**src/common/ipdc_cfg.svh**
```systemverilog
`ifndef IPDC_CFG_SVH
`define IPDC_CFG_SVH

// Map geometry
`define IPDC_MAP_COL    8
`define IPDC_MAP_ROW    8
`define IPDC_MAP_WORDS  2048

// Depth limits
`define IPDC_DEPTH_MAX  32
`define IPDC_DEPTH_MIN  8

// Origin clamp and median channels
`define IPDC_ORIGIN_MAX 6
`define IPDC_MED_CH     4

`endif

```
**src/common/ipdc_pix_pkg.sv**
```systemverilog
package ipdc_pix_pkg;

	// One map pixel
	typedef logic [7:0] pixel_t;

	// Output word, pixel zero-extended
	typedef logic [13:0] out_word_t;

	// x + 8*y + 64*z
	typedef logic [10:0] map_addr_t;

	// Origin x and y
	typedef logic [2:0] coord_t;

	typedef logic [5:0] depth_t;

	// 4x4 window slot, row-major
	typedef logic [3:0] win_idx_t;

endpackage

```
**src/median/median9.sv**
```systemverilog
`timescale 1ns/10ps

module median9 (
	input  ipdc_pix_pkg::pixel_t i_pix [9],
	output ipdc_pix_pkg::pixel_t o_median
);
	import ipdc_pix_pkg::*;

	localparam int NUM_CMP = 19;

	// Compare-exchange pairs, smaller value goes to the A slot
	localparam int SORT_A [NUM_CMP] = '{1, 4, 7, 0, 3, 6, 1, 4, 7, 0, 5, 4, 3, 1, 2, 4, 4, 6, 4};
	localparam int SORT_B [NUM_CMP] = '{2, 5, 8, 1, 4, 7, 2, 5, 8, 3, 8, 7, 6, 4, 5, 7, 2, 4, 2};

	always_comb begin
		pixel_t s [9];
		pixel_t a;
		pixel_t b;
		s = i_pix;
		for (int k = 0; k < NUM_CMP; k++) begin
			a = s[SORT_A[k]];
			b = s[SORT_B[k]];
			// equal values stay in place
			s[SORT_A[k]] = (a > b) ? b : a;
			s[SORT_B[k]] = (a > b) ? a : b;
		end
		o_median = s[4];
	end

endmodule

```
**src/median/median_window.sv**
```systemverilog
`timescale 1ns/10ps

module median_window (
	input  logic                   i_clk,
	input  logic                   i_rst_n,
	input  logic                   i_we,
	input  logic                   i_zero,
	input  ipdc_pix_pkg::win_idx_t i_idx,
	input  ipdc_pix_pkg::pixel_t   i_pixel,
	output ipdc_pix_pkg::pixel_t   o_med [4]
);
	import ipdc_pix_pkg::*;

	localparam int WIN_DIM   = 4;
	localparam int WIN_SLOTS = WIN_DIM * WIN_DIM;

	pixel_t win [WIN_SLOTS];
	pixel_t sub_win [4][9];

	// ---------------------------------------------------------------------
	// Window register file
	// ---------------------------------------------------------------------
	always_ff @(posedge i_clk or negedge i_rst_n) begin
		if (!i_rst_n) begin
			for (int i = 0; i < WIN_SLOTS; i++) begin
				win[i] <= '0;
			end
		end else if (i_we) begin
			win[i_idx] <= i_zero ? pixel_t'(0) : i_pixel;
		end
	end

	// ---------------------------------------------------------------------
	// 3x3 sub-windows
	// ---------------------------------------------------------------------
	// Sub-window q starts at row q/2 and column q%2
	always_comb begin
		for (int q = 0; q < 4; q++) begin
			for (int k = 0; k < 9; k++) begin
				sub_win[q][k] = win[((q / 2) + (k / 3)) * WIN_DIM + (q % 2) + (k % 3)];
			end
		end
	end

	// tl, tr, bl, br
	genvar g;
	generate
		for (g = 0; g < 4; g++) begin : g_med
			median9 median9_i (
				.i_pix    (sub_win[g]),
				.o_median (o_med[g])
			);
		end
	endgenerate

endmodule

```
**config.mk**
```make
export PLATFORM = sky130hd
export DESIGN_NAME = median_window
export DESIGN_NICKNAME = d
export VERILOG_FILES = /design/src/common/ipdc_cfg.svh /design/src/common/ipdc_pix_pkg.sv /design/src/median/median9.sv /design/src/median/median_window.sv
export SDC_FILE = /design/constraint.sdc
export NUM_CORES = 2
export LEC_CHECK = 0
export CAP_MARGIN = 10
export CELL_PAD_IN_SITES_DETAIL_PLACEMENT = 0
export CELL_PAD_IN_SITES_GLOBAL_PLACEMENT = 1
export CORE_MARGIN = 5
export CORE_UTILIZATION = 52
export CTS_BUF_LIST = sky130_fd_sc_hd__clkbuf_8 sky130_fd_sc_hd__clkbuf_16
export CTS_CLUSTER_DIAMETER = 200
export CTS_CLUSTER_SIZE = 24
export DETAILED_ROUTE_END_ITERATION = 16
export DONT_BUFFER_PORTS = 1
export GPL_TIMING_DRIVEN = 1
export PLACE_DENSITY_LB_ADDON = 0.1
export SYNTH_ARGS = -nofsm -noshare
export SYNTH_HDL_FRONTEND = slang
export SYNTH_SLANG_ARGS = --single-unit
```
**constraint.sdc**
```tcl
create_clock -name i_clk -period 29.3 [get_ports i_clk]
set_clock_uncertainty 0.05 [all_clocks]
set_input_delay 4.395 -clock i_clk [delete_from_list [all_inputs] [get_ports i_clk]]
set_output_delay 4.395 -clock i_clk [all_outputs]
set_load 0.02 [all_outputs]
```
==> impl_metrics.py <==
metrics = {
    "critical_path": {
        "critical_path_class": "register to output port",
        "crit_slowest_cell": "a21oi_2",
        "required_ps": 24860,
        "cp_slowest_stage_delay_ps": 840,
        "crit_path_start_kind": "register",
        "arrival_ps": 21020,
        "crit_top_cell": "a21oi_1",
        "end_kind": "output port",
        "crit_fanout": 28,
    },
    "sta": {
        "fin_ws_ps": 3840,
        "fmax_mhz": 39.3,
        "rsz0062_at_grt": "false",
        "min_period_ps": 25460,
        "relSlewSlack_pct": 21.4,
        "period_share_pct": 86.9,
        "setup_viol": 0,
        "drv_slew": 0,
        "worst_pin_slew_ps": 1180,
        "hold_viol": 0,
        "tns_ps": 0,
    },
    "drt": {
        "drt-total-wl_um": 86400,
        "route.vias.total": 25400,
        "via_per_inst": 6.08,
        "postRouteAntennaNets": 0,
        "routedWlPerCell_um": 20.7,
        "drtIter0Drc": 1452,
        "drc": 0,
        "drt_first_pass_iters": 5,
    },
    "finish": {
        "synthToLayoutAreaGrowth_pct": 4.64,
        "stdcell_count": 4183,
        "drive_above_1_share_pct": 6.75,
        "regArea_mm2": 0.00320,
        "largest_reg_flops": 128,
        "nets": 4007,
        "multi_input_area_mm2": 0.0214,
        "post-route-util_pct": 55.0,
        "fill_cells": 4883,
    },
    "global_routing": {
        "grt-ovfl-total": 0,
        "grt_pass1_wl_um": 134000,
        "antenna_found_initial": 4,
        "grt_max_degree": 129,
        "grt.total_usage_pct": 29.8,
        "grt_pass1_vias": 24700,
    },
    "clocking": {
        "cts_root_buffer": "clkbuf_16",
        "path_clk_slew_ps": 60,
        "post-cts-setup-buffers": 0,
        "numCtsBuffers": 17,
        "cts_num_sinks": 128,
        "cts_tree": "done",
        "cts.repair.resized": 0,
        "htreeDepth": 4,
        "clk_latency_ps": 440,
        "hold_buffers": 0,
        "cts_buffer_depth": 2,
    },
    "yosys": {
        "ys_top_cells_by_area": "ha_1 23%, dfrtp_1 12%, mux2i_1 9.6%",
        "syn_inst": 3563,
        "synth_seq_cells": 128,
        "synthFlopType": "dfrtp_1",
        "ys_seq_area_share_pct": 12.2,
        "ys_types": 107,
        "netlist_area_mm2": 0.0264,
        "yosys.cell_count.top_type": "ha_1",
        "yosysTopAreaCellShare_pct": 23.5,
        "synth_edf_count": 0,
        "synth_warnings": 0,
        "syn_nets": 4073,
        "synth.largest_area_cell": "ha_1",
        "avgSynthCellArea_um2": 7.40,
        "synthTopCellsByCount": "494 x ha_1, 357 x o21ai_0, 352 x a21oi_1",
        "async_flop_share_pct": 100,
    },
    "run_status": {
        "status": "completed",
    },
    "floorplanning": {
        "core_area_mm2": 0.0502,
        "die_area_mm2": 0.0553,
        "die_y_um": 235,
        "die_w_um": 235,
        "rows": 82,
        "io_pins": 48,
        "initial_utilization_pct": 52.5,
    },
    "job": {
        "maxCapViolCount": 0,
    },
    "placement": {
        "post-place-ws_ps": 4630,
        "place_hpwl_um": 72900,
        "placed_cells": 4149,
        "port_buffers": 0,
        "gp_congestion": 0.988,
    },
    "hold_path": {
        "min_path_type": "register to register",
    },
}
-- per-layer routing --
metal  vias to the layer above  global-route usage (%)  part of all wire (%)
met5                         -                       0                 0.029
met3                       185                    3.34                   4.4
met1                     12000                    37.0                    43
li1                      12600                       -                     -
met2                       644                    51.7                    47
met4                         6                    14.1                   5.0
-- area by class of cell --
type                       instances  area share, %
timing repair buffer              36          0.971
multi-input combinational       2966           77.5
tap                              672           3.05
clock inverter                    15          0.622
clock buffer                      17           1.54
inverter                         348           4.74
antenna                            1        0.00908
sequential                       128           11.6
-- path summary, 6_finish.rpt --
check / slack (ps) / end / cells past startpoint / startpoint
setup reg to reg: 28200 / sub_win[17] / 2 / sub_win[17]
min in group asynchronous: 3600 / sub_win[202] / 0 / i_rst_n
setup / recovery: 3840 / o_med[3] / 85 / sub_win[9]
max in group asynchronous: 25300 / sub_win[10] / 0 / i_rst_n
hold / removal: 460 / sub_win[199] / 2 / sub_win[199]
hold reg to reg: 460 / sub_win[199] / 2 / sub_win[199]
-- cells in the final DEF, fill, tap and decap left out, types with 5 or more instances in the layout --
cell         n
a211o_1      8
a211oi_1    14
a21boi_0     5
a21o_1     103
a21oi_1    350
a21oi_2      5
a22oi_1     13
a31oi_1     12
and2_1      16
and3_1      31
and4_1       7
buf_4       35
clkbuf_16   17
dfrtp_1    128
ha_1       494
inv_1      348
mux2_2     104
mux2_4       6
mux2i_1    252
nand2_1    345
nand2b_1    63
nand3_1    109
nand3b_1     5
nand4_1     42
nor2_1     300
nor2b_1     62
nor3_1      17
o211ai_1     8
o21a_1      73
o21ai_0    356
o21ai_1     25
o21bai_1    12
o221a_2      6
o22ai_1      6
o31ai_1      6
or3_1        6
-- cells by family after synthesis --
logic type | synth area share, %
AO/OA/AOI/OAI | 24.6
buffers and inverters | 6.89
AND/OR/NAND/NOR | 18.3
adder cells (fa/ha/maj) | 23.5
XOR/XNOR | 0.161
multiplexers | 14.4
flip-flops | 12.2
-- critical path: cells and delay by family (launching register included) --
kind / cells / cell delay [ps]
AOI/OAI and AO/OA: 47 / 9810
and+or+nand+nor: 21 / 5160
adders and majority gates: 9 / 2930
muxes: 3 / 1350
buffers and inverters: 5 / 770
DFF: 1 / 470
-- stage by stage --
stage                     hold slack [ps]  instance area, um2
after floorplan                       400               26400
after global placement                422               27000
after detailed placement              443               27000
after CTS                             457               27600
after global routing                  494               27600
final                                 457               27600
Power is not shown: default switching activity piles up to over one toggle a cycle in this logic, so the estimate is an artifact.
