<file path="config.mk">
export PLATFORM = sky130hd
export DESIGN_NAME = ipdc_ctrl
export DESIGN_NICKNAME = d
export VERILOG_FILES = /design/src/common/ipdc_op_pkg.sv /design/src/common/ipdc_pix_pkg.sv /design/src/hdl/ipdc_ctrl.sv
export VERILOG_INCLUDE_DIRS = /design/src /design/src/common
export SDC_FILE = /design/constraint.sdc
export NUM_CORES = 1
export LEC_CHECK = 0
export ABC_AREA = 1
export BUFFER_PORTS_ARGS = -buffer_cell sky130_fd_sc_hd__buf_4
export CAP_MARGIN = 40
export CORE_MARGIN = 2
export CORE_UTILIZATION = 47
export DETAILED_ROUTE_END_ITERATION = 10
export PLACE_DENSITY = 0.77
export SLEW_MARGIN = 20
export SYNTH_ARGS = -nofsm -noshare
export SYNTH_HDL_FRONTEND = slang
export SYNTH_SLANG_ARGS = --single-unit
</file>
<file path="constraint.sdc">
create_clock -name i_clk -period 2.1 [get_ports i_clk]
set_input_delay 0.105 -clock i_clk [delete_from_list [all_inputs] [get_ports i_clk]]
set_output_delay 0.105 -clock i_clk [all_outputs]
set_load 0.02 [all_outputs]
</file>
<file path="src/common/ipdc_cfg.svh">
`ifndef IPDC_CFG_SVH
`define IPDC_CFG_SVH

// Map geometry
`define IPDC_MAP_COL    8
`define IPDC_MAP_ROW    8
`define IPDC_MAP_WORDS  2048

// Depth limits
`define IPDC_DEPTH_MAX  32
`define IPDC_DEPTH_MIN  8

// Origin clamp and median channels
`define IPDC_ORIGIN_MAX 6
`define IPDC_MED_CH     4

`endif

</file>
<file path="src/common/ipdc_op_pkg.sv">
package ipdc_op_pkg;

	// Opcodes on i_op_mode
	typedef enum logic [3:0] {
		OP_LOAD       = 4'd0,
		OP_RIGHT      = 4'd1,
		OP_LEFT       = 4'd2,
		OP_UP         = 4'd3,
		OP_DOWN       = 4'd4,
		OP_SCALE_DOWN = 4'd5,
		OP_SCALE_UP   = 4'd6,
		OP_DISPLAY    = 4'd7,
		OP_CONV       = 4'd8,
		OP_MEDIAN     = 4'd9,
		OP_SOBEL      = 4'd10
	} op_mode_t;

	// Controller FSM states
	typedef enum logic [2:0] {
		FETCH   = 3'd0,
		DECODE  = 3'd1,
		LOAD    = 3'd2,
		DISPLAY = 3'd3,
		MEDIAN  = 3'd4,
		DRAIN   = 3'd5
	} ctrl_state_t;

endpackage

</file>
<file path="src/common/ipdc_pix_pkg.sv">
package ipdc_pix_pkg;

	// One map pixel
	typedef logic [7:0] pixel_t;

	// Output word, pixel zero-extended
	typedef logic [13:0] out_word_t;

	// x + 8*y + 64*z
	typedef logic [10:0] map_addr_t;

	// Origin x and y
	typedef logic [2:0] coord_t;

	typedef logic [5:0] depth_t;

	// 4x4 window slot, row-major
	typedef logic [3:0] win_idx_t;

endpackage

</file>
<file path="src/hdl/ipdc_ctrl.sv">
`timescale 1ns/10ps
`include "ipdc_cfg.svh"

module ipdc_ctrl (
	input  logic                    i_clk,
	input  logic                    i_rst_n,
	input  logic                    i_op_valid,
	input  ipdc_op_pkg::op_mode_t   i_op_mode,
	output logic                    o_op_ready,
	input  logic                    i_in_valid,
	input  ipdc_pix_pkg::pixel_t    i_in_data,
	output logic                    o_in_ready,
	output logic                    o_out_valid,
	output ipdc_pix_pkg::out_word_t o_out_data,
	output logic                    o_mem_cen,
	output logic                    o_mem_wen,
	output ipdc_pix_pkg::map_addr_t o_mem_addr,
	output ipdc_pix_pkg::pixel_t    o_mem_wdata,
	input  ipdc_pix_pkg::pixel_t    i_mem_rdata,
	output logic                    o_win_we,
	output logic                    o_win_zero,
	output ipdc_pix_pkg::win_idx_t  o_win_idx,
	input  ipdc_pix_pkg::pixel_t    i_med [4]
);
	import ipdc_op_pkg::*;
	import ipdc_pix_pkg::*;

	// Per channel: 16 slot cycles, one write cycle, then four medians
	localparam logic [4:0] WIN_SLOTS    = 5'd16;
	localparam logic [4:0] MED_LAST_SUB = WIN_SLOTS + 5'd4;

	ctrl_state_t state;
	op_mode_t    op_q;
	coord_t      org_x;
	coord_t      org_y;
	depth_t      depth;
	map_addr_t   step;

	// Delayed copy of the request
	logic        req_q;
	logic        zero_q;
	win_idx_t    idx_q;

	logic        issue;
	logic        pad;
	logic [1:0]  med_ch;
	logic [4:0]  med_sub;
	logic [1:0]  med_pick;
	win_idx_t    slot;
	logic [3:0]  tx;
	logic [3:0]  ty;
	logic        in_map;
	logic [7:0]  disp_last;

	function automatic map_addr_t pix_addr(input coord_t x, input coord_t y,
		input logic [4:0] z);
		return map_addr_t'(x + `IPDC_MAP_COL * y + `IPDC_MAP_COL * `IPDC_MAP_ROW * z);
	endfunction

	// ---------------------------------------------------------------------
	// Step decoding
	// ---------------------------------------------------------------------
	assign med_ch    = step[6:5];
	assign med_sub   = step[4:0];
	assign med_pick  = med_sub[1:0] - 2'd1;
	assign slot      = step[3:0];
	assign disp_last = {depth, 2'b00} - 8'd1;

	// Window coordinates offset by one so the left and top pads sit at zero
	assign tx     = {1'b0, org_x} + {2'b00, slot[1:0]};
	assign ty     = {1'b0, org_y} + {2'b00, slot[3:2]};
	assign in_map = (tx != 4'd0) && (tx <= 4'(`IPDC_MAP_COL)) &&
		(ty != 4'd0) && (ty <= 4'(`IPDC_MAP_ROW));

	// ---------------------------------------------------------------------
	// Memory requests
	// ---------------------------------------------------------------------
	assign o_mem_wdata = i_in_data;

	always_comb begin
		issue      = 1'b0;
		pad        = 1'b0;
		o_mem_cen  = 1'b1;
		o_mem_wen  = 1'b1;
		o_mem_addr = '0;
		case (state)
			LOAD: begin
				o_mem_cen  = ~i_in_valid;
				o_mem_wen  = 1'b0;
				o_mem_addr = step;
			end
			DISPLAY: begin
				issue      = 1'b1;
				o_mem_cen  = 1'b0;
				o_mem_addr = pix_addr(org_x + {2'b00, step[0]}, org_y + {2'b00, step[1]},
					step[6:2]);
			end
			MEDIAN: begin
				if (med_sub < WIN_SLOTS) begin
					issue      = in_map;
					pad        = ~in_map;
					o_mem_cen  = ~in_map;
					o_mem_addr = pix_addr(coord_t'(tx - 4'd1), coord_t'(ty - 4'd1),
						{3'b000, med_ch});
				end
			end
			default: begin
			end
		endcase
	end

	// ---------------------------------------------------------------------
	// Handshake, window strobes and output words
	// ---------------------------------------------------------------------
	assign o_op_ready = (state == FETCH);
	assign o_in_ready = (state == LOAD);
	assign o_win_we   = req_q && (state == MEDIAN);
	assign o_win_zero = zero_q;
	assign o_win_idx  = idx_q;

	always_comb begin
		o_out_valid = 1'b0;
		o_out_data  = out_word_t'(i_mem_rdata);
		if (state == DISPLAY || state == DRAIN) begin
			o_out_valid = req_q;
		end else if (state == MEDIAN && med_sub > WIN_SLOTS) begin
			o_out_valid = 1'b1;
			o_out_data  = out_word_t'(i_med[med_pick]);
		end
	end

	always_ff @(posedge i_clk) begin
		zero_q <= pad;
		idx_q  <= slot;
	end

	// ---------------------------------------------------------------------
	// FSM, origin and depth
	// ---------------------------------------------------------------------
	always_ff @(posedge i_clk or negedge i_rst_n) begin
		if (!i_rst_n) begin
			state <= FETCH;
			op_q  <= OP_LOAD;
			org_x <= '0;
			org_y <= '0;
			depth <= depth_t'(`IPDC_DEPTH_MAX);
			step  <= '0;
			req_q <= 1'b0;
		end else begin
			req_q <= issue | pad;
			case (state)
				FETCH: begin
					step <= '0;
					if (i_op_valid) begin
						op_q  <= i_op_mode;
						state <= DECODE;
					end
				end
				DECODE: begin
					state <= FETCH;
					case (op_q)
						OP_LOAD:    state <= LOAD;
						OP_DISPLAY: state <= DISPLAY;
						OP_MEDIAN:  state <= MEDIAN;
						OP_RIGHT: begin
							if (org_x != coord_t'(`IPDC_ORIGIN_MAX)) begin
								org_x <= org_x + 3'd1;
							end
						end
						OP_LEFT: begin
							if (org_x != '0) begin
								org_x <= org_x - 3'd1;
							end
						end
						OP_UP: begin
							if (org_y != '0) begin
								org_y <= org_y - 3'd1;
							end
						end
						OP_DOWN: begin
							if (org_y != coord_t'(`IPDC_ORIGIN_MAX)) begin
								org_y <= org_y + 3'd1;
							end
						end
						OP_SCALE_DOWN: begin
							if (depth != depth_t'(`IPDC_DEPTH_MIN)) begin
								depth <= depth >> 1;
							end
						end
						OP_SCALE_UP: begin
							if (depth != depth_t'(`IPDC_DEPTH_MAX)) begin
								depth <= depth << 1;
							end
						end
						// conv, sobel and unknown codes
						default: state <= FETCH;
					endcase
				end
				LOAD: begin
					if (i_in_valid) begin
						step <= step + 11'd1;
						if (step == map_addr_t'(`IPDC_MAP_WORDS - 1)) begin
							state <= FETCH;
						end
					end
				end
				DISPLAY: begin
					step <= step + 11'd1;
					if (step[7:0] == disp_last) begin
						state <= DRAIN;
					end
				end
				// Last read word is still in flight
				DRAIN: state <= FETCH;
				MEDIAN: begin
					if (med_sub == MED_LAST_SUB) begin
						step <= {step[10:5] + 6'd1, 5'd0};
						if (med_ch == 2'(`IPDC_MED_CH - 1)) begin
							state <= FETCH;
						end
					end else begin
						step <= step + 11'd1;
					end
				end
				default: state <= FETCH;
			endcase
		end
	end

endmodule

</file>
==> results_dict.tcl <==
set metrics [dict create \
    async_flop_share 0.861 \
    coreArea_um2 6720 \
    irDropWorstVdd_v 0.000377 \
    multiInputGateArea_um2 2200 \
    antennaDiodeCount 0 \
    cp.arrival_ns 2.33 \
    crit_top_cell "nand2_1" \
    antenna_found_initial 0 \
    clk_pin_slew_ns 0.08 \
    vias 3488 \
    gp_congestion 0.897 \
    grt.total_usage 0.250 \
    cts_tree "yes" \
    hold_class "in -> reg" \
    syn_area_um2 3230 \
    dr.pass1.iters 5 \
    drt_iter0_markers 183 \
    io_pins 100 \
    place_ws_ns -0.0380 \
    netlist.area_leader.share 0.232 \
    wl_per_cell_um 15.5 \
    rsz0062_at_grt "yes" \
    numCtsBuffers 5 \
    dp_hpwl_um 6790 \
    worstPathCellList "ha_2 -> inv_2 -> fa_2 -> xnor2_1 -> nor2_1 -> nand2_1 -> nand2_1 -> o21ai_2 -> nand3_1 -> buf_6" \
    synth_seq_cells 36 \
    synth_area_per_cell_um2 6.99 \
    cap_violations 0 \
    start_kind "register" \
    via_per_inst 5.53 \
    ys_warn_count 0 \
    hold_violations 0 \
    yosysTopAreaCell "dfrtp_1" \
    synthTopCellsByArea "dfrtp_1, nand2_1, nor2_1" \
    layout_setup_ws_ns -0.339 \
    final_max_slew_viol_count 0 \
    final_antenna_net_count 0 \
    outcome "finished with violations" \
    num_rows 30 \
    grt_pass1_vias 3238 \
    h-tree-depth 2 \
    fin_crit_ns 2.44 \
    r2r_setup_slack_ns 0.05 \
    overflow 0 \
    cp_data_required_time_ns 2.00 \
    cp-end-kind "primary output" \
    synthToLayoutAreaGrowth_pct 33.9 \
    crit_type "reg -> out" \
    failed_checks "setup timing" \
    final.fill_count 559 \
    layout.nets 625 \
    clock_latency_ns 0.30 \
    max_freq_ghz 0.410 \
    setup_viol 12 \
    critical_path.max_stage_delay_ns 0.38 \
    port_buffers 77 \
    yosys.cell_count.top_type "nand2_1" \
    cts_sinks 36 \
    fin_skew_ns 0.00993 \
    ctsRootBufferMaster "clkbuf_8" \
    drive_above_1_share 0.365 \
    die_w_um 86.9 \
    register_area_um2 877 \
    cp_max_fo 3 \
    die_y_um 86.9 \
    floorplan.die_area_um2 7550 \
    yosysSeqAreaShare 0.272 \
    post-route-period-util 1.16 \
    drc 0 \
    final_core_util 0.644 \
    grt_max_degree 32 \
    clock_path_buffers 2 \
    slowest_stage "dfrtp_1" \
    synth_edf_count 0 \
    p_per_area_nw_per_um2 318 \
    yosys.cell_types.count 44 \
    fin_tns_setup_ns -1.08 \
    grt_first_pass_wirelength_um 15100 \
    synthCells 462 \
    initial_utilization 0.481 \
    drt-total-wl_um 9790 \
    power.leakage_nw 2.14 \
    ys_top_cells_by_count "nand2_1, nor2_1, inv_1" \
    ys.flop_type "dfrtp_1" \
]
==> registers in the layout (all words and copies together) (netlist names) <==
| name | flops |
|---|---|
| step | 11 |
| o_win_zero | 1 |
| state | 3 |
| op_q | 4 |
| req_q | 1 |
| org_y | 3 |
| o_win_idx | 4 |
| org_x | 3 |
| depth | 6 |
==> final cells by class <==
cell class	count	share of cell area
inverters	55	0.0501
clock buffers	6	0.0191
clock inverters	2	0.00231
multi-input cells	349	0.509
repair buffers	103	0.193
well taps	80	0.0231
flip-flops and latches	36	0.203
==> metrics by stage <==
step	hold slack (ns)	power (mW)	instance area, µm²	instances
after global placement	0.0714	0.841	3900	612
after detailed placement	0.0719	0.844	3900	612
after global routing	0.0329	1.42	4320	631
final	0.0378	1.37	4320	631
after floorplan	-0.191	0.781	3300	467
after CTS	0.0314	1.37	4180	628
==> per-layer routing <==
metal / vias to the layer above / global-route usage / share of wire
met3: 32 / 0.0332 / 0.048
met2: 132 / 0.412 / 0.50
met1: 1663 / 0.335 / 0.42
met5: - / 0 / 0
li1: 1661 / - / -
met4: 0 / 0.0895 / 0.032
==> final timing paths <==
check,startpoint,to,cells past startpoint
worst max-delay path,org_y[0],o_mem_cen,10
worst min-delay path,i_op_mode[3],op_q[3],2
worst max register to register,org_y[0],o_win_zero,10
worst min register to register,depth[5],depth[5],2
max in group asynchronous,i_rst_n,depth[5],2
min in group asynchronous,i_rst_n,step[3],2
==> cells by family (layout without fill, tap and decap cells) <==
| logic type | Yosys count | count (layout) | share of synthesized area |
|---|---|---|---|
| adder cells (fa/ha/maj) | 19 | 19 | 0.0829 |
| buffers and inverters | 82 | 166 | 0.123 |
| multiplexers | 1 | 1 | 0.00349 |
| flip-flops | 36 | 36 | 0.272 |
| AND/OR/NAND/NOR | 222 | 222 | 0.326 |
| AO/OA/AOI/OAI | 88 | 88 | 0.157 |
| other | 1 | 6 | 0.00116 |
| XOR/XNOR | 13 | 13 | 0.0353 |
==> power breakdown <==
| part | internal, mW | total, mW | switching, mW |
|---|---|---|---|
| Clock | 0.262 | 0.536 | 0.273 |
| Combinational | 0.0791 | 0.146 | 0.0672 |
| Sequential | 0.691 | 0.691 | 0 |
| Total | 1.03 | 1.37 | 0.341 |
==> repair_timing <==
| item | 4_1_cts | 5_1_grt |
|---|---|---|
| endpoints found under the hold margin | 30 | 0 |
| pin swaps | 14 | 16 |
| buffers inserted | 6 | 6 |
| gates cloned | 1 | 0 |
| endpoints found under the setup margin | 14 | 17 |
| hold buffers | 1 | 0 |
| resized for setup | 28 | 41 |
==> worst max-delay path: cells and delay by family (launching register included) <==
| family | cells | cell delay (ns) |
|---|---|---|
| adders and majority gates | 2 | 0.57 |
| and+or+nand+nor | 4 | 0.39 |
| DFF | 1 | 0.38 |
| xor gates and xnor gates | 1 | 0.33 |
| buffers and inverters | 2 | 0.19 |
| AOI/OAI and AO/OA | 1 | 0.17 |
==> placed cells by master (no fill, tap or decap), types with 8 or more instances in the layout <==
master and n:
a21oi_1 18, a31oi_2 8, buf_4 94, dfrtp_1 30, ha_1 8, inv_1 39
inv_2 12, nand2_1 83, nand2_2 8, nand3_1 26, nor2_1 61, nor2_2 11
o21ai_0 21, o21ai_1 17
Note: power is estimated with default switching activity, not from simulation.
